### src/logic/cpu_params.svh
`ifndef CPU_PARAMS_SVH
`define CPU_PARAMS_SVH

// Instruction and data word width
`define WORD_W 32

// Default instruction queue entries, power of two
`define QUEUE_DEPTH 4

// Link register written by JAL
`define REG_RA 31

`endif

### src/logic/cpuTypesPkg.sv
`include "cpu_params.svh"

package cpuTypesPkg;

	typedef logic [`WORD_W-1:0] word_t;
	typedef logic [4:0] regbits_t;

	// Standard MIPS major opcodes
	typedef enum logic [5:0] {
		RTYPE = 6'b000000,
		J     = 6'b000010,
		JAL   = 6'b000011,
		BEQ   = 6'b000100,
		BNE   = 6'b000101,
		ADDIU = 6'b001001,
		SLTI  = 6'b001010,
		SLTIU = 6'b001011,
		ANDI  = 6'b001100,
		ORI   = 6'b001101,
		XORI  = 6'b001110,
		LUI   = 6'b001111,
		LW    = 6'b100011,
		SW    = 6'b101011,
		HALT  = 6'b111111
	} opcode_t;

	typedef enum logic [5:0] {
		SLL  = 6'b000000,
		SRL  = 6'b000010,
		JR   = 6'b001000,
		ADDU = 6'b100001,
		SUBU = 6'b100011,
		AND  = 6'b100100,
		OR   = 6'b100101,
		XOR  = 6'b100110,
		NOR  = 6'b100111,
		SLT  = 6'b101010,
		SLTU = 6'b101011
	} funct_t;

	typedef enum logic [3:0] {
		ALU_SLL  = 4'd0,
		ALU_SRL  = 4'd1,
		ALU_ADD  = 4'd2,
		ALU_SUB  = 4'd3,
		ALU_AND  = 4'd4,
		ALU_OR   = 4'd5,
		ALU_XOR  = 4'd6,
		ALU_NOR  = 4'd7,
		ALU_SLT  = 4'd8,
		ALU_SLTU = 4'd9
	} aluop_t;

	// Same word seen as R, I or J format
	typedef union packed {
		struct packed {
			opcode_t opcode;
			regbits_t rs;
			regbits_t rt;
			regbits_t rd;
			logic [4:0] shamt;
			funct_t funct;
		} rType;
		struct packed {
			opcode_t opcode;
			regbits_t rs;
			regbits_t rt;
			logic [15:0] imm16;
		} iType;
		struct packed {
			opcode_t opcode;
			logic [25:0] addr26;
		} jType;
	} instr_t;

endpackage

### src/logic/instrIntake.sv
`timescale 1ns/10ps

module instrIntake import cpuTypesPkg::*;
(
	input logic clk,
	input logic rstN,
	input logic inReq,
	input word_t inInstr,
	output logic inAck,
	output logic push,
	output word_t pushWord,
	input logic full
);

	// inAck doubles as the handshake state
	assign push = inReq && !inAck && !full;
	assign pushWord = inInstr;

	always_ff @(posedge clk)
	begin
		if (!rstN)
		begin
			inAck <= 1'b0;
		end
		else if (push)
		begin
			inAck <= 1'b1;
		end
		else if (!inReq)
		begin
			// Fetch side has released the request
			inAck <= 1'b0;
		end
	end

	// Fetch side holds request and word until acknowledged
	reqHeld: assert property (
		@(posedge clk) disable iff (!rstN)
		inReq && !inAck |=> inAck || (inReq && $stable(inInstr))
	) else $error("instrIntake: request or word changed before ack");

endmodule

### src/logic/instrQueue.sv
`timescale 1ns/10ps
`include "cpu_params.svh"

module instrQueue import cpuTypesPkg::*;
#(
	parameter int DEPTH = `QUEUE_DEPTH
)
(
	input logic clk,
	input logic rstN,
	input logic push,
	input word_t pushWord,
	input logic pop,
	output word_t popWord,
	output logic full,
	output logic empty
);

	localparam int PTR_W = $clog2(DEPTH);

	word_t mem [DEPTH];
	logic [PTR_W-1:0] wrPtr;
	logic [PTR_W-1:0] rdPtr;
	logic [PTR_W:0] count;

	assign full = (count == (PTR_W+1)'(DEPTH));
	assign empty = (count == '0);
	assign popWord = mem[rdPtr];

	always_ff @(posedge clk)
	begin
		if (push)
			mem[wrPtr] <= pushWord;
	end

	// Pointers wrap on their own since DEPTH is a power of two
	always_ff @(posedge clk)
	begin
		if (!rstN)
		begin
			wrPtr <= '0;
			rdPtr <= '0;
			count <= '0;
		end
		else
		begin
			if (push)
				wrPtr <= wrPtr + 1'b1;
			if (pop)
				rdPtr <= rdPtr + 1'b1;
			case ({push, pop})
				2'b10: count <= count + 1'b1;
				2'b01: count <= count - 1'b1;
				default: count <= count;
			endcase
		end
	end

	noPopEmpty: assert property (
		@(posedge clk) disable iff (!rstN) pop |-> !empty
	) else $error("instrQueue: pop while empty");

	noPushFull: assert property (
		@(posedge clk) disable iff (!rstN) push |-> !full
	) else $error("instrQueue: push while full");

endmodule

### src/logic/controlUnit.sv
`timescale 1ns/10ps

module controlUnit import cpuTypesPkg::*;
(
	input instr_t instr,
	output logic dREN,
	output logic dWEN,
	output logic [1:0] aluSource,
	output aluop_t aluOP,
	output logic extendType,
	output logic [1:0] memToReg,
	output logic [1:0] nextPC,
	output logic [1:0] regDest,
	output logic regWrite,
	output logic branchFlag,
	output logic halt
);

	always_comb
	begin
		// Anything not listed stays an all-zero no-op
		dREN = 1'b0;
		dWEN = 1'b0;
		aluSource = 2'd0;
		aluOP = aluop_t'(4'd0);
		extendType = 1'b0;
		memToReg = 2'd0;
		nextPC = 2'd0;
		regDest = 2'd0;
		regWrite = 1'b0;
		branchFlag = 1'b0;
		halt = 1'b0;

		case (instr.rType.opcode)
			RTYPE:
			begin
				case (instr.rType.funct)
					SLL, SRL, ADDU, SUBU, AND, OR, XOR, NOR, SLT, SLTU:
					begin
						memToReg = 2'd1;
						regDest = 2'd1;
						regWrite = 1'b1;
					end
					JR:
					begin
						memToReg = 2'd1;
						regDest = 2'd1;
						nextPC = 2'd2;
					end
				endcase
				// Shifts take shamt as the second operand
				case (instr.rType.funct)
					SLL:
					begin
						aluSource = 2'd2;
						aluOP = ALU_SLL;
					end
					SRL:
					begin
						aluSource = 2'd2;
						aluOP = ALU_SRL;
					end
					ADDU: aluOP = ALU_ADD;
					SUBU: aluOP = ALU_SUB;
					AND: aluOP = ALU_AND;
					OR: aluOP = ALU_OR;
					XOR: aluOP = ALU_XOR;
					NOR: aluOP = ALU_NOR;
					SLT: aluOP = ALU_SLT;
					SLTU: aluOP = ALU_SLTU;
				endcase
			end
			ADDIU:
			begin
				aluSource = 2'd1;
				memToReg = 2'd1;
				extendType = 1'b1;
				aluOP = ALU_ADD;
				regWrite = 1'b1;
			end
			ANDI:
			begin
				aluSource = 2'd1;
				memToReg = 2'd1;
				aluOP = ALU_AND;
				regWrite = 1'b1;
			end
			ORI:
			begin
				aluSource = 2'd1;
				memToReg = 2'd1;
				aluOP = ALU_OR;
				regWrite = 1'b1;
			end
			XORI:
			begin
				aluSource = 2'd1;
				memToReg = 2'd1;
				aluOP = ALU_XOR;
				regWrite = 1'b1;
			end
			SLTI, SLTIU:
			begin
				aluSource = 2'd1;
				memToReg = 2'd1;
				extendType = 1'b1;
				aluOP = (instr.rType.opcode == SLTI) ? ALU_SLT : ALU_SLTU;
				regWrite = 1'b1;
			end
			BEQ, BNE:
			begin
				extendType = 1'b1;
				aluOP = ALU_SUB;
				nextPC = 2'd1;
				branchFlag = (instr.rType.opcode == BEQ);
			end
			LUI:
			begin
				memToReg = 2'd3;
				extendType = 1'b1;
				regWrite = 1'b1;
			end
			LW:
			begin
				dREN = 1'b1;
				aluSource = 2'd1;
				memToReg = 2'd2;
				extendType = 1'b1;
				aluOP = ALU_ADD;
				regWrite = 1'b1;
			end
			SW:
			begin
				dWEN = 1'b1;
				aluSource = 2'd1;
				extendType = 1'b1;
				aluOP = ALU_ADD;
			end
			J: nextPC = 2'd3;
			JAL:
			begin
				regWrite = 1'b1;
				nextPC = 2'd2;
				regDest = 2'd2;
			end
			HALT:
			begin
				// Both fields all ones
				if (6'(instr.rType.funct) == 6'(HALT))
					halt = 1'b1;
			end
		endcase
	end

endmodule

### src/logic/decodeStage.sv
`timescale 1ns/10ps
`include "cpu_params.svh"

module decodeStage import cpuTypesPkg::*;
(
	input logic clk,
	input logic rstN,
	output logic pop,
	input word_t popWord,
	input logic empty,
	output logic outReq,
	input logic outAck,
	output logic dREN,
	output logic dWEN,
	output logic [1:0] aluSource,
	output aluop_t aluOP,
	output logic [1:0] memToReg,
	output logic [1:0] nextPC,
	output logic regWrite,
	output logic branchFlag,
	output logic halt,
	output regbits_t rs,
	output regbits_t rt,
	output regbits_t destReg,
	output logic [4:0] shamt,
	output word_t immExt,
	output logic [25:0] jumpAddr
);

	instr_t instr;
	logic cuDREN;
	logic cuDWEN;
	logic [1:0] cuAluSource;
	aluop_t cuAluOP;
	logic cuExtendType;
	logic [1:0] cuMemToReg;
	logic [1:0] cuNextPC;
	logic [1:0] cuRegDest;
	logic cuRegWrite;
	logic cuBranchFlag;
	logic cuHalt;
	regbits_t nextDest;
	word_t nextImm;
	logic halted;

	assign instr = popWord;

	controlUnit cu (
		.instr(instr),
		.dREN(cuDREN),
		.dWEN(cuDWEN),
		.aluSource(cuAluSource),
		.aluOP(cuAluOP),
		.extendType(cuExtendType),
		.memToReg(cuMemToReg),
		.nextPC(cuNextPC),
		.regDest(cuRegDest),
		.regWrite(cuRegWrite),
		.branchFlag(cuBranchFlag),
		.halt(cuHalt)
	);

	always_comb
	begin
		case (cuRegDest)
			2'd1: nextDest = instr.rType.rd;
			2'd2: nextDest = regbits_t'(`REG_RA);
			default: nextDest = instr.iType.rt;
		endcase
	end

	assign nextImm = cuExtendType ? {{16{instr.iType.imm16[15]}}, instr.iType.imm16}
		: {16'h0000, instr.iType.imm16};

	// Next word only after the previous handshake has fully closed
	assign pop = !outReq && !outAck && !empty && !halted;

	always_ff @(posedge clk)
	begin
		if (!rstN)
		begin
			outReq <= 1'b0;
			halted <= 1'b0;
			dREN <= 1'b0;
			dWEN <= 1'b0;
			aluSource <= 2'd0;
			aluOP <= aluop_t'(4'd0);
			memToReg <= 2'd0;
			nextPC <= 2'd0;
			regWrite <= 1'b0;
			branchFlag <= 1'b0;
			halt <= 1'b0;
		end
		else
		begin
			if (pop)
			begin
				outReq <= 1'b1;
				dREN <= cuDREN;
				dWEN <= cuDWEN;
				aluSource <= cuAluSource;
				aluOP <= cuAluOP;
				memToReg <= cuMemToReg;
				nextPC <= cuNextPC;
				regWrite <= cuRegWrite;
				branchFlag <= cuBranchFlag;
				halt <= cuHalt;
			end
			else if (outReq && outAck)
			begin
				outReq <= 1'b0;
			end
			// Sticky once a HALT has been taken downstream
			if (outReq && outAck && halt)
				halted <= 1'b1;
		end
	end

	always_ff @(posedge clk)
	begin
		if (pop)
		begin
			rs <= instr.rType.rs;
			rt <= instr.rType.rt;
			destReg <= nextDest;
			shamt <= instr.rType.shamt;
			immExt <= nextImm;
			jumpAddr <= instr.jType.addr26;
		end
	end

	// Consumer acknowledges only a word on offer
	ackWithReq: assert property (
		@(posedge clk) disable iff (!rstN)
		$rose(outAck) |-> outReq
	) else $error("decodeStage: outAck raised without outReq");

endmodule

### src/logic/decodeTop.sv
`timescale 1ns/10ps

module decodeTop import cpuTypesPkg::*;
(
	input logic clk,
	input logic rstN,
	input logic inReq,
	input word_t inInstr,
	output logic inAck,
	output logic outReq,
	input logic outAck,
	output logic dREN,
	output logic dWEN,
	output logic [1:0] aluSource,
	output aluop_t aluOP,
	output logic [1:0] memToReg,
	output logic [1:0] nextPC,
	output logic regWrite,
	output logic branchFlag,
	output logic halt,
	output regbits_t rs,
	output regbits_t rt,
	output regbits_t destReg,
	output logic [4:0] shamt,
	output word_t immExt,
	output logic [25:0] jumpAddr
);

	logic push;
	word_t pushWord;
	logic full;
	logic pop;
	word_t popWord;
	logic empty;

	instrIntake intake (
		.clk(clk),
		.rstN(rstN),
		.inReq(inReq),
		.inInstr(inInstr),
		.inAck(inAck),
		.push(push),
		.pushWord(pushWord),
		.full(full)
	);

	instrQueue queue (
		.clk(clk),
		.rstN(rstN),
		.push(push),
		.pushWord(pushWord),
		.pop(pop),
		.popWord(popWord),
		.full(full),
		.empty(empty)
	);

	decodeStage decode (
		.clk(clk),
		.rstN(rstN),
		.pop(pop),
		.popWord(popWord),
		.empty(empty),
		.outReq(outReq),
		.outAck(outAck),
		.dREN(dREN),
		.dWEN(dWEN),
		.aluSource(aluSource),
		.aluOP(aluOP),
		.memToReg(memToReg),
		.nextPC(nextPC),
		.regWrite(regWrite),
		.branchFlag(branchFlag),
		.halt(halt),
		.rs(rs),
		.rt(rt),
		.destReg(destReg),
		.shamt(shamt),
		.immExt(immExt),
		.jumpAddr(jumpAddr)
	);

endmodule

### config.mk
export PLATFORM = sky130hd
export DESIGN_NAME = decodeTop
export DESIGN_NICKNAME = d
export VERILOG_FILES = /design/src/logic/cpuTypesPkg.sv /design/src/logic/instrIntake.sv /design/src/logic/instrQueue.sv /design/src/logic/controlUnit.sv /design/src/logic/decodeStage.sv /design/src/logic/decodeTop.sv
export VERILOG_INCLUDE_DIRS = /design/src /design/src/logic
export SDC_FILE = /design/constraint.sdc
export NUM_CORES = 1
export LEC_CHECK = 0
export BUFFER_PORTS_ARGS = -buffer_cell sky130_fd_sc_hd__buf_2
export CAP_MARGIN = 20
export CORE_ASPECT_RATIO = 0.7
export CORE_MARGIN = 3
export CORE_UTILIZATION = 40
export CTS_CLUSTER_SIZE = 40
export DETAILED_ROUTE_END_ITERATION = 10
export PLACE_DENSITY = 0.63
export SETUP_SLACK_MARGIN = 0.5
export SLEW_MARGIN = 30
export SYNTH_ARGS = -nofsm -noshare
export SYNTH_HDL_FRONTEND = slang
export SYNTH_SLANG_ARGS = --single-unit
### constraint.sdc
create_clock -name clk -period 8.1 [get_ports clk]
set_input_delay 0.405 -clock clk [delete_from_list [all_inputs] [get_ports clk]]
set_output_delay 0.405 -clock clk [all_outputs]
set_load 0.03 [all_outputs]
* Yosys cells after proc, flatten, opt, wreduce, memory -nomap -nowiden
Memories as Yosys holds them, arrays and structs flattened. A register that Yosys moved wholly into a read port is not among the register bits.
Cells that the tools add are included.
** Storage, ports and cells
- Register bits :: 88
- Bits in writable memories :: 128
- Output and inout bits :: 95
- Word-level logic and storage cells :: 114
- Memories kept :: 1
** Memory list
- queue.mem :: words 4, bits a word 32, read ports 1, clocked after memory_dff 1, wr ports 1, RTL line instrQueue.sv:21 : word_t mem [DEPTH];
** Cells by class
- Add/subtract/negate cells :: 4
- Equal/unequal tests :: 31
- Mux-type cells :: 28
- Reduce and logical (&&, ||, !) cells :: 28
** Operators by type and width (count)
- $eq A6 B6 Y1 const B :: 12
- $eq A6 B4 Y1 const B :: 8
- $pmux W4 S9 :: 1
- $pmux W4 S7 :: 1
- $eq A6 B2 Y1 const B :: 3
- $pmux W2 S4 :: 2
- $reduce_or A8 Y1 :: 2
- $mux W1 :: 15
- $eq A6 B3 Y1 const B :: 2
- $logic_not A6 Y1 :: 2
- $reduce_or A11 Y1 :: 1
- $pmux W5 S2 :: 1
- $reduce_or A10 Y1 :: 1
- $reduce_or A9 Y1 :: 1
- $mux W2 :: 4
- $pmux W2 S2 :: 2
- $logic_and A1 B1 Y1 :: 7
- $logic_not A1 Y1 :: 6
- $pmux W3 S2 :: 1
- $reduce_or A2 Y1 :: 3
- $reduce_or A6 Y1 :: 1
- $add A2 B1 Y2 const B :: 2
- $eq A2 B1 Y1 const B :: 2
- $eq A2 B2 Y1 const B :: 2
- other kinds (8) :: 9

* Longest topological paths before layout
Gate-level depths: netlist (run 1).
- Word-level depth :: 6
- Mapped depth :: 12

* Modules after synthesis
A second synthesis (run 1) with hierarchy kept.
** Unflattened totals
- Cell total of the unflattened synthesis :: 507
- Area, all modules :: 8061.5 um2
** By module, submodules not included
- instrQueue :: instances 1, cells each 213, area each 5108.6 um2
- decodeStage :: instances 1, cells each 170, area each 2093.3 um2
- controlUnit :: instances 1, cells each 87, area each 570.5 um2
- instrIntake :: instances 1, cells each 37, area each 289.0 um2

* Worst setup path after synthesis (run 1)
OpenSTA, ideal clock, no wires.
- Kind :: reg2reg
- Start :: register decode.outReq
- End :: register queue.count[2]
- Data arrival time :: 2908 ps
- Data required time :: 8029 ps
- Slack :: 5121 ps
- Cell stages (with the launch flop) :: 10
- Clock period less this slack :: 2979 ps
- Cells stage by stage :: dfxtp_1 > or4_1 > clkbuf_1 > clkinv_1 > ha_1 > inv_1 > fa_1 > xor2_1 > or3_1 > a21oi_1
** On the way
- Longest elaborated chain between the ends :: 6
- Elaborated cells on any way between the ends :: 8
- Those cells by class :: 2 x eq/ne; 1 x mux; 5 x reduce/logical
** RTL lines
- from (decl) :: RTL line decodeStage.sv:11 : output logic outReq,
- from (signal assigned) :: RTL line decodeStage.sv:82 : outReq <= 1'b0;
- from (signal assigned) :: RTL line decodeStage.sv:98 : outReq <= 1'b1;
- from (signal assigned) :: RTL line decodeStage.sv:111 : outReq <= 1'b0;
- $logic_not A1 Y1 * :: RTL line decodeStage.sv:76 : assign pop = !outReq && !outAck && !empty && !halted;
- $logic_and A1 B1 Y1 * (3 in a row) :: RTL line decodeStage.sv:76
- via decode.pop :: RTL line decodeStage.sv:8 : output logic pop,
- $eq A2 B1 Y1 / $eq A2 B2 Y1 (equally long branches) :: RTL line instrQueue.sv:51 : case ({push, pop})
- $pmux W3 S2 / $reduce_bool A2 Y1 (equally long branches)
- to (signal assigned) :: RTL line instrQueue.sv:52 : 2'b10: count <= count + 1'b1;
- to (signal assigned) :: RTL line instrQueue.sv:53 : 2'b01: count <= count - 1'b1;
- to (signal assigned) :: RTL line instrQueue.sv:54 : default: count <= count;
- to (decl) :: RTL line instrQueue.sv:24 : logic [PTR_W:0] count;
The timed path passes the listed nets; every way through them passes the cells marked *.
A chain may end at the register's enable or synchronous reset.

* Worst setup path after layout (run 1)
- Start :: register queue.count[0]
- End :: register queue.count[2]
** On the way
- Longest elaborated chain between the ends :: 6
- Elaborated cells on any way between the ends :: 13
- Those cells by class :: 2 x add/sub; 3 x eq/ne; 1 x mux; 7 x reduce/logical
** RTL lines
- $logic_not A3 Y1 * :: RTL line instrQueue.sv:27 : assign empty = (count == '0);
- $logic_not A1 Y1 * :: RTL line decodeStage.sv:76
- $logic_and A1 B1 Y1 * (2 in a row) :: RTL line decodeStage.sv:76
- via decode.pop :: RTL line decodeStage.sv:8
- $eq A2 B1 Y1 / $eq A2 B2 Y1 (equally long branches) :: RTL line instrQueue.sv:51
- $pmux W3 S2 / $reduce_bool A2 Y1 (equally long branches)
Marked as above.

==> summary.txt, run 1 <==
Outcome
  • Status: complete, no violations

Timing
  • Clk_skew: 6.75 ps
  • Final Hold Vio Count: 0
  • Slew headroom: 39.9%
  • Max-slew violations: 0
  • Worst setup margin: 4620 ps
  • Final min period: 3480 ps
  • Setup TNS: 0 ps
  • Part of the cycle the worst path needs: 43.0%
  • Actual slew at the worst max-slew pin: 901 ps
  • Final setup vio count: 0
  • RSZ-0062 raised after global routing: no
  • Fmax: 0.287 GHz

Routing
  • Routed Antenna Nets: 0
  • Initial DRC count: 366
  • Wirelength, routed: 14.8 mm
  • Drt pass-1 iters: 5
  • Drt wl/cell: 18.7 um
  • # DRC: 0
  • Vias/cell: 5.21
  • DR vias: 4136

Min path
  • Worst Hold Endpoint: queue.mem[0][12]
  • WHS Path Cells: 1
  • Worst Hold Class: in -> reg
  • Worst hold start: inInstr[12]

Global routing
  • Met3 Use GR: 4.75%
  • Largest net degree at the start of global routing: 42
  • Met2 Usage GRT: 22.2%
  • First-pass GRT wire length: 22.5 mm
  • Met1 Usage GRT: 20.0%
  • Layer with the highest usage: met2
  • Total congestion overflow: 0
  • GRT Total Usage: 14.6%
  • Number of global-route vias before repair: 4054
  • Number of antenna violations at the first check in global routing: 3

CTS
  • Clock-pin slew on the worst setup and hold paths: 70 ps
  • CTS Root Cell: clkbuf_16
  • Post-CTS Setup Bufs: 0
  • Max Root-Sink Buffers: 2
  • CTS Buf Count: 17
  • CTS tree: done
  • Clk sinks: 187
  • Post_cts resized: 0
  • Clk_lat worst skew: 420 ps
  • Htree depth: 4
  • Hold-fix buffer count after cts: 0

Power
  • Clk pwr share: 28.7%
  • Sequential power share: 40.7%
  • Net switching power: 1.07 mW
  • Leakage: 3.08 nW
  • Sw Ratio: 34.1%
  • Internal power: 2.07 mW
  • P per Cell Area: 358 nW/um2
  • Peak VDD IR: 134 uV
  • Combinational share of power: 30.6%

Synthesis
  • Cells after Synth: 462
  • Fraction of registers with async set/reset: 0%
  • Syn Std Cell Area: 7590 um2
  • Top post-synthesis cells by count: edfxtp_1, buf_4, mux4_2
  • Synth Area per Inst: 16.4 um2
  • Top area cells in the synthesized netlist: edfxtp_1, mux4_2, dfxtp_1
  • Yosys warnings: 0
  • Post-synth EDFFs: 160
  • Syn_nets: 506
  • Yosys cell types: 50
  • Yosys reg bits: 187
  • Post-synth top area share: 63.3%
  • Prevailing post-synth register cell: edfxtp_1
  • Top-count cell post-synth: edfxtp_1
  • Area leader, netlist: edfxtp_1
  • Post-synthesis sequential area ratio: 70.4%

Worst setup path
  • Worst Setup Start Kind: register
  • Cells on worst reg2reg path: 9
  • CP endpoint kind: register
  • Crit path required time: 8450 ps
  • CP max FO: 41
  • Crit path launch: queue.count[0]
  • WP data arrival: 3830 ps
  • Critical path class: reg -> reg
  • RR Startpoint: queue.count[0]
  • Worst reg2reg path endpoint: queue.count[2]
  • R2R setup slack: 4620 ps

Floorplanning
  • Die Area: 20700 um2
  • Initial Utilization: 41.4%
  • Die Height: 121 um
  • Core area: 18300 um2
  • Row cnt: 41
  • Die W: 171 um
  • # IOs: 131

Placed design
  • DP Cell Count: 761
  • Hpwl dp: 9.57 mm
  • Routability cong.: 0.875
  • Setup slack at placement: 4430 ps
  • Port bufs: 130

Finish
  • Register area: 5350 um2
  • Utilization after layout: 47.8%
  • P&R area growth vs syn: 15.3%
  • Footprint of the multi-input gates: 1760 um2
  • Final Non-Filler Cells: 794
  • Layout cell share with drive strength beyond 1: 36.8%
  • Fill count: 1530
  • Post-layout nets: 588

Flow run
  • Max-cap viol count: 0
==> layout by cell type (no fill, tap or decap), drive strengths merged, types with 12 or more instances in the layout <==
master and n:
a21oi 26, buf 131, clkbuf 17, dfxtp 27, edfxtp 160, inv 12
mux4 32, nand2 15, nor2 23, o21ai 16
==> sequential cells by signal, summed over array words and instances, names as in the netlist, 2 cells and up, named ones only <==
name and cells:
queue.mem 128, decode.jumpAddr 18, decode.destReg 5, decode.aluOP 4
decode.rs 4, decode.rt 4, queue.count 3, decode.aluSource 2
decode.memToReg 2, decode.nextPC 2, queue.rdPtr 2, queue.wrPtr 2
==> critical path, stage by stage (launching register included) <==
cell and delay [ps]:
dfxtp_1 370, nor3_1 80, or4_1 770, inv_2 800
ha_1 330, inv_1 60, fa_1 380, xor2_1 160
or3_1 310, a21oi_1 150
==> power groups by stage <==
stage	logic [mW]	clock network, mW	registers [mW]
finish	0.959	0.899	1.28
CTS	0.964	0.916	1.28
global route	1.03	0.955	1.29
global placement	0.941	0	1.29
floorplan	0.701	0	1.40
detailed placement	0.961	0	1.30
==> layout make-up <==
class	instances	share of cell area [%]
Sequential cell	187	61.1
Multi-Input combinational cell	196	20.1
Timing Repair Buffer	131	7.52
Clock buffer	17	4.86
Tap cell	236	3.37
Clock inverter	15	2.55
Inverter	11	0.472
Antenna cell	1	0.0286
==> how the worst max path moves through the flow <==
stage                                    to  slack, ps  cells after the start
after floorplan              queue.count[2]       5120                      9
after global placement       queue.count[2]       4540                      9
after detailed placement     queue.count[2]       4430                      9
after CTS                    queue.count[2]       4590                      9
after global routing      decode.destReg[0]       4340                      9
final                        queue.count[2]       4620                      9
==> stage by stage <==
| stage | total power [mW] | instance area [um2] | hold slack [ps] |
|---|---|---|---|
| after global routing | 3.28 | 8750 | 180 |
| after CTS | 3.16 | 8750 | 177 |
| final | 3.13 | 8750 | 197 |
| after floorplan | 2.10 | 7590 | 429 |
| after global placement | 2.23 | 8100 | 442 |
| after detailed placement | 2.26 | 8100 | 451 |
==> logic make-up after synthesis <==
| group | after synthesis | share of synthesized area [%] |
|---|---|---|
| AOI/OAI and AO/OA | 63 | 5.03 |
| xor gates and xnor gates | 5 | 0.577 |
| adders and majority gates | 8 | 1.42 |
| buffers and inverters | 79 | 6.46 |
| DFF | 187 | 70.4 |
| muxes | 36 | 10.0 |
| and+or+nand+nor | 84 | 6.03 |
==> layer usage <==
| metal | vias to the layer above | wire length, um |
|---|---|---|
| met5 | - | 32 |
| met4 | 6 | 194 |
| met3 | 20 | 1070 |
| met2 | 161 | 6920 |
| met1 | 2053 | 6590 |
| li1 | 1896 | - |
No activity file was read; power rests on OpenSTA's default activity.
==> inputs of run 2 (changes only) <==
--- a/config.mk
+++ b/config.mk
@@ -13,7 +13,7 @@
 export CORE_UTILIZATION = 40
 export CTS_CLUSTER_SIZE = 40
 export DETAILED_ROUTE_END_ITERATION = 10
-export PLACE_DENSITY = 0.63
+export PLACE_DENSITY = 0.65
 export SETUP_SLACK_MARGIN = 0.5
 export SLEW_MARGIN = 30
 export SYNTH_ARGS = -nofsm -noshare
==> constraint.sdc (replaced) <==
create_clock -name clk -period 3.1 [get_ports clk]
set_input_delay 0.155 -clock clk [delete_from_list [all_inputs] [get_ports clk]]
set_output_delay 0.155 -clock clk [all_outputs]
set_load 0.03 [all_outputs]
==> run 2 against run 1 <==
  * Register-to-register slack got worse by 4100 ps
  * Cell count is 7.3% higher
  * Critical path type unchanged
  * Total power grew to 2.6 times the previous value
  * Flip-flop and latch count unchanged
  * Worst setup slack worse by 4100 ps
  * Critical endpoint is now decode.destReg[3]
  * Wire length rose by 7.3%
  * First-iteration DRC count is 3.6% lower
  * Global-route usage rose by 1.1 points
  * Die area stayed put
  * Combinational power increased to 3.0 times the previous value
==> summary.txt, run 2 (synthesis results as in run 1) <==
Timing
  • Slew headroom: 40.9% (+1.0 points)
  • Clk_skew: 11.4 ps (+4.70 ps)
  • Setup TNS: 0 ps (unchanged)
  • Final Hold Vio Count: 0 (unchanged)
  • Final setup vio count: 0 (unchanged)
  • Min Hold Slack: 79.5 ps (-117 ps)
  • Fmax: 0.385 GHz (+34%)
  • Worst setup margin: 506 ps (-4110 ps)
  • Part of the cycle the worst path needs: 83.7% (+41 points)
  • Max-slew violations: 0 (unchanged)
  • RSZ-0062 raised after global routing: yes
  • Actual slew at the worst max-slew pin: 886 ps (-15.1 ps)
  • Final min period: 2590 ps (-886 ps)

Finish
  • Largest register FFs: 128 (unchanged)
  • N_diodes: 0 (-1)
  • P&R area growth vs syn: 22.9%
  • Post-layout nets: 647 (+10%)
  • Biggest register: queue.mem
  • Biggest regs: queue.mem: 128 flops, decode.jumpAddr: 18 flops, decode.destReg: 5 flops
  • Commonest non-fill, non-tap cell in the layout: edfxtp_1
  • Layout cell share with drive strength beyond 1: 38.8% (+2.0 points)
  • Commonest non-fill, non-tap cells in the layout: edfxtp_1, buf_2, dlygate4sd3_1
  • Final Non-Filler Cells: 852 (+7.3%)

Power
  • Leakage: 3.34 nW (+8.3%)
  • P per Cell Area: 888 nW/um2 (+150%)
  • Peak VDD IR: 420 uV (+210%)

Global routing
  • Largest net degree at the start of global routing: 41 (-2.4%)
  • Total congestion overflow: 0 (unchanged)
  • Number of antenna violations at the first check in global routing: 0 (-3)
  • First-pass GRT wire length: 23.9 mm (+6.6%)
  • Number of global-route vias before repair: 4319 (+6.5%)
  • GRT Total Usage: 15.6% (+1.1 points)

Worst setup path
  • WP data arrival: 2760 ps (-1070 ps)
  • CP endpoint kind: register
  • Crit path required time: 3270 ps (-5180 ps)
  • Critical path class: reg -> reg
  • Worst Setup Start Kind: register
  • CP max FO: 10 (-76%)

Floorplanning
  • Row cnt: 41 (unchanged)
  • Initial Utilization: 41.4% (unchanged)
  • # IOs: 131 (unchanged)
  • Die Height: 121 um (unchanged)
  • Die Area: 20700 um2 (unchanged)
  • Die W: 171 um (unchanged)
  • Core area: 18300 um2 (unchanged)

CTS
  • CTS Buf Count: 17 (unchanged)
  • Max Root-Sink Buffers: 2 (unchanged)
  • Htree depth: 4 (unchanged)
  • Clk_lat worst skew: 430 ps (about the same)
  • Clock-pin slew on the worst setup and hold paths: 70 ps (about the same)
  • CTS tree: done
  • Clk sinks: 187 (unchanged)
  • CTS Root Cell: clkbuf_16

Routing
  • Initial DRC count: 353 (-3.6%)
  • # DRC: 0 (unchanged)
  • Drt wl/cell: 18.7 um (about the same)
  • Drt pass-1 iters: 5 (unchanged)
  • Routed Antenna Nets: 0 (unchanged)
  • Wirelength, routed: 15.9 mm (+7.3%)
  • DR vias: 4423 (+6.9%)
  • Vias/cell: 5.19 (-0.34%)

Placed design
  • Setup slack at placement: 233 ps (-4200 ps)
  • Port bufs: 130 (unchanged)
  • Hpwl dp: 10.3 mm (+7.3%)
  • DP Cell Count: 774 (+1.7%)
  • Routability cong.: 0.805 (-8.0%)

Flow run
  • Max-cap viol count: 0 (unchanged)

Min path
  • Worst Hold Class: in -> reg

Outcome
  • Status: complete, no violations
==> run 2: power by group <==
group	switching, mW	total [mW]	internal [mW]	leakage (nW)
Sequential	0.158	3.33	3.17	1.68
Combinational	1.82	2.86	1.04	1.39
Clock	0.961	2.08	1.12	0.263
==> run 2: timing repair <==
action,4_1_cts,5_1_grt
hold buffers,34,0
buffers inserted,9,2
gates resized for setup,6,11
pin swaps,2,2
cloned,1,0
hold endpoints to repair,130,0
endpoints found under the setup margin,6,8
==> run 2: final timing paths <==
path / startpoint / to / slack (ps) / cells after the start
setup reg to reg: register / decode.destReg[3] / 510 / 9
setup / recovery: register / decode.destReg[3] / 510 / 9
hold / removal: rstN / decode.regWrite / 80 / 3
hold reg to reg: decode.aluSource[0] / decode.aluSource[0] / 470 / 2
==> run 2: area by class of cell <==
cell class | count | area, um2
fillers | 1480 | 8990
clock inverters | 15 | 143
multi-input cells | 196 | 1810
well taps | 236 | 295
inverters | 11 | 46.3
repair buffers | 190 | 1250
clock buffers | 17 | 425
flip-flops and latches | 187 | 5350
==> run 2: per-layer routing <==
metal	track usage, %	up-vias	wire length, um
met1	21.1	2213	7070
met3	4.69	20	1060
met2	24.3	179	7590
li1	-	2011	-
met5	0	-	0
met4	5.32	0	174
==> run 2: worst max-delay path, stage by stage, from the launching register on <==
cell	delay, ps
dfxtp_4	370
buf_6	120
mux4_2	510
or3_4	450
nor3_4	270
o21ai_4	120
inv_2	90
ha_4	220
nand2_1	60
o21ai_0	100
==> run 2: metrics by stage <==
stage / utilization [%] / area [um2] / total power [mW]
floorplan: - / 7620 / 5.51
global placement: 44.9 / 8220 / 5.96
global route: 50.9 / 9320 / 8.67
detailed placement: 44.9 / 8220 / 6.03
CTS: 50.6 / 9260 / 8.29
finish: 50.9 / 9320 / 8.28
==> inputs of run 3 (changes only) <==
==> constraint.sdc (replaced) <==
create_clock -name clk -period 2.25 [get_ports clk]
set_input_delay 0.1125 -clock clk [delete_from_list [all_inputs] [get_ports clk]]
set_output_delay 0.1125 -clock clk [all_outputs]
set_load 0.03 [all_outputs]
==> run 3 against run 2 <==
  * The flow now finishes with violations (negative setup slack)
  * Combinational power up 82%
  * Utilization rose by 4.9 points
  * Cell count up 6.5%
  * Via count increased by 7.9%
  * Worst setup slack lost 850 ps
  * Wire length grew 12%
  * Clock skew about the same
  * Largest cell class unchanged
==> summary.txt, run 3 (synthesis results as in run 1) <==
Timing
  • Slew headroom: 47.5% (+6.6 points)
  • RSZ-0062 raised after global routing: yes
  • Final Hold Vio Count: 0 (unchanged)
  • Final setup vio count: 15 (+15)
  • Max-slew violations: 0 (unchanged)
  • Worst setup margin: -345 ps (-850 ps)
  • Final min period: 2590 ps (+0.408 ps)
  • Part of the cycle the worst path needs: 115% (+32 points)
  • Actual slew at the worst max-slew pin: 786 ps (-100 ps)
  • Fmax: 0.385 GHz (about the same)
  • Clk_skew: 11.7 ps (+0.214 ps)

Routing
  • Initial DRC count: 514 (+46%)
  • # DRC: 0 (unchanged)
  • Drt pass-1 iters: 8 (+3)
  • Routed Antenna Nets: 0 (unchanged)
  • DR vias: 4774 (+7.9%)
  • Vias/cell: 5.26 (+1.4%)
  • Drt wl/cell: 19.7 um (+5.4%)
  • Wirelength, routed: 17.8 mm (+12%)

Floorplanning
  • Row cnt: 41 (unchanged)
  • Die Height: 121 um (unchanged)
  • Core area: 18300 um2 (unchanged)
  • # IOs: 131 (unchanged)
  • Die W: 171 um (unchanged)
  • Die Area: 20700 um2 (unchanged)
  • Initial Utilization: 41.4% (unchanged)

Finish
  • Largest register FFs: 128 (unchanged)
  • P&R area growth vs syn: 34.6%
  • Fill count: 1401 (-5.3%)
  • Utilization after layout: 55.8% (+4.9 points)
  • Biggest register: queue.mem
  • Layout cell share with drive strength beyond 1: 50.4% (+12 points)
  • Biggest regs: queue.mem: 128 flops, decode.jumpAddr: 18 flops, decode.destReg: 5 flops
  • Commonest non-fill, non-tap cell in the layout: edfxtp_1
  • Register area: 5360 um2 (about the same)
  • Post-layout nets: 702 (+8.5%)
  • Commonest non-fill, non-tap cells in the layout: edfxtp_1, buf_2, buf_4
  • Footprint of the multi-input gates: 2130 um2 (+17%)

CTS
  • CTS Buf Count: 17 (unchanged)
  • Clk_lat worst skew: 420 ps (about the same)
  • Clock-pin slew on the worst setup and hold paths: 70 ps (about the same)
  • CTS Root Cell: clkbuf_16
  • Max Root-Sink Buffers: 2 (unchanged)
  • Htree depth: 4 (unchanged)
  • Clk sinks: 187 (unchanged)
  • CTS tree: done

Worst setup path
  • WP data arrival: 2870 ps (+110 ps)
  • Slowest stage delay, CP: 500 ps (about the same)
  • Crit path max-delay cell type: mux4_2
  • CP max FO: 6 (-4)
  • Worst Setup Start Kind: register
  • Crit path required time: 2530 ps (-740 ps)
  • Worst-path cell chain: buf_6 > mux4_2 > or3_4 > nor3_4 > o21ai_4 > inv_2 > ha_4 > buf_6 > o21ai_2
  • Critical path class: reg -> reg
  • Crit path top cell by count: buf_6
  • CP endpoint kind: register

Flow run
  • Max-cap viol count: 0 (unchanged)

Global routing
  • First-pass GRT wire length: 26.0 mm (+8.4%)
  • Total congestion overflow: 0 (unchanged)
  • Number of antenna violations at the first check in global routing: 1 (+1)
  • GRT Total Usage: 16.9% (+1.3 points)
  • Number of global-route vias before repair: 4653 (+7.7%)
  • Largest net degree at the start of global routing: 33 (-20%)

Power
  • P per Cell Area: 1230 nW/um2 (+39%)
  • Pwr Total: 12.6 mW (+52%)
  • Peak VDD IR: 493 uV (+17%)
  • Leakage: 3.75 nW (+13%)

Placed design
  • Routability cong.: 0.860 (+6.9%)
  • Hpwl dp: 10.7 mm (+4.0%)
  • Port bufs: 130 (unchanged)

Outcome
  • Status: finished, violations left
  • Violated checks: negative setup slack

Min path
  • Worst Hold Class: in -> reg
[run 3: worst paths after layout]
path                             from             endpoint  slack [ps]  cells past startpoint
setup / recovery             register    decode.destReg[3]        -340                      9
setup reg to reg             register    decode.destReg[3]        -340                      9
hold / removal                   rstN         intake.inAck          30                      2
hold reg to reg   decode.aluSource[0]  decode.aluSource[0]         480                      2
[run 3: what timing repair did]
action,4_1_cts,5_1_grt
endpoints found under the setup margin,155,102
buffers inserted,11,17
hold buffers,34,0
pin swaps,14,24
gates cloned,5,3
endpoints found under the hold margin,131,0
gates resized for setup,54,63
[run 3: metal layers]
| layer | vias to the layer above | track usage, % | routed length, um |
|---|---|---|---|
| met5 | - | 0 | 0 |
| met4 | 0 | 5.72 | 243 |
| met3 | 19 | 3.94 | 1500 |
| met2 | 234 | 26.2 | 8500 |
| met1 | 2395 | 23.6 | 7590 |
| li1 | 2126 | - | - |
[run 3: worst max-delay path: cells and delay by family (launching register included)]
kind | cells | cell delay [ps]
multiplexers | 1 | 500
AND/OR/NAND/NOR | 2 | 700
buffers and inverters | 3 | 360
adder cells (fa/ha/maj) | 1 | 220
flip-flops | 1 | 410
AO/OA/AOI/OAI | 2 | 250
[run 3: where the power goes]
group | internal [mW] | switching (mW) | total [mW]
registers | 4.38 | 0.243 | 4.62
clock network | 1.60 | 1.18 | 2.78
logic | 2.25 | 2.95 | 5.20
[run 3: final cells by class]
| cell class | instances | share of cell area (%) |
|---|---|---|
| Clock inverter | 12 | 1.04 |
| Sequential cell | 187 | 52.4 |
| Inverter | 11 | 0.661 |
| Multi-Input combinational cell | 200 | 20.8 |
| Clock buffer | 19 | 4.24 |
| Timing Repair Buffer | 241 | 17.9 |
| Antenna cell | 1 | 0.0245 |
| Tap cell | 236 | 2.89 |
[run 3: per-stage QoR]
stage | hold slack, ps | cells | setup WS, ps | instance area (um2) | TNS [ps]
2_1_floorplan | 211 | 462 | -381 | 7740 | -1970
3_5_place_dp | 331 | 805 | -521 | 8520 | -4320
5_1_grt | 19.8 | 907 | -444 | 10200 | -4330
3_3_place_gp | 325 | 805 | -401 | 8520 | -3180
4_1_cts | 6.25 | 886 | -275 | 9770 | -2200
6_report | 28.5 | 907 | -345 | 10200 | -2730
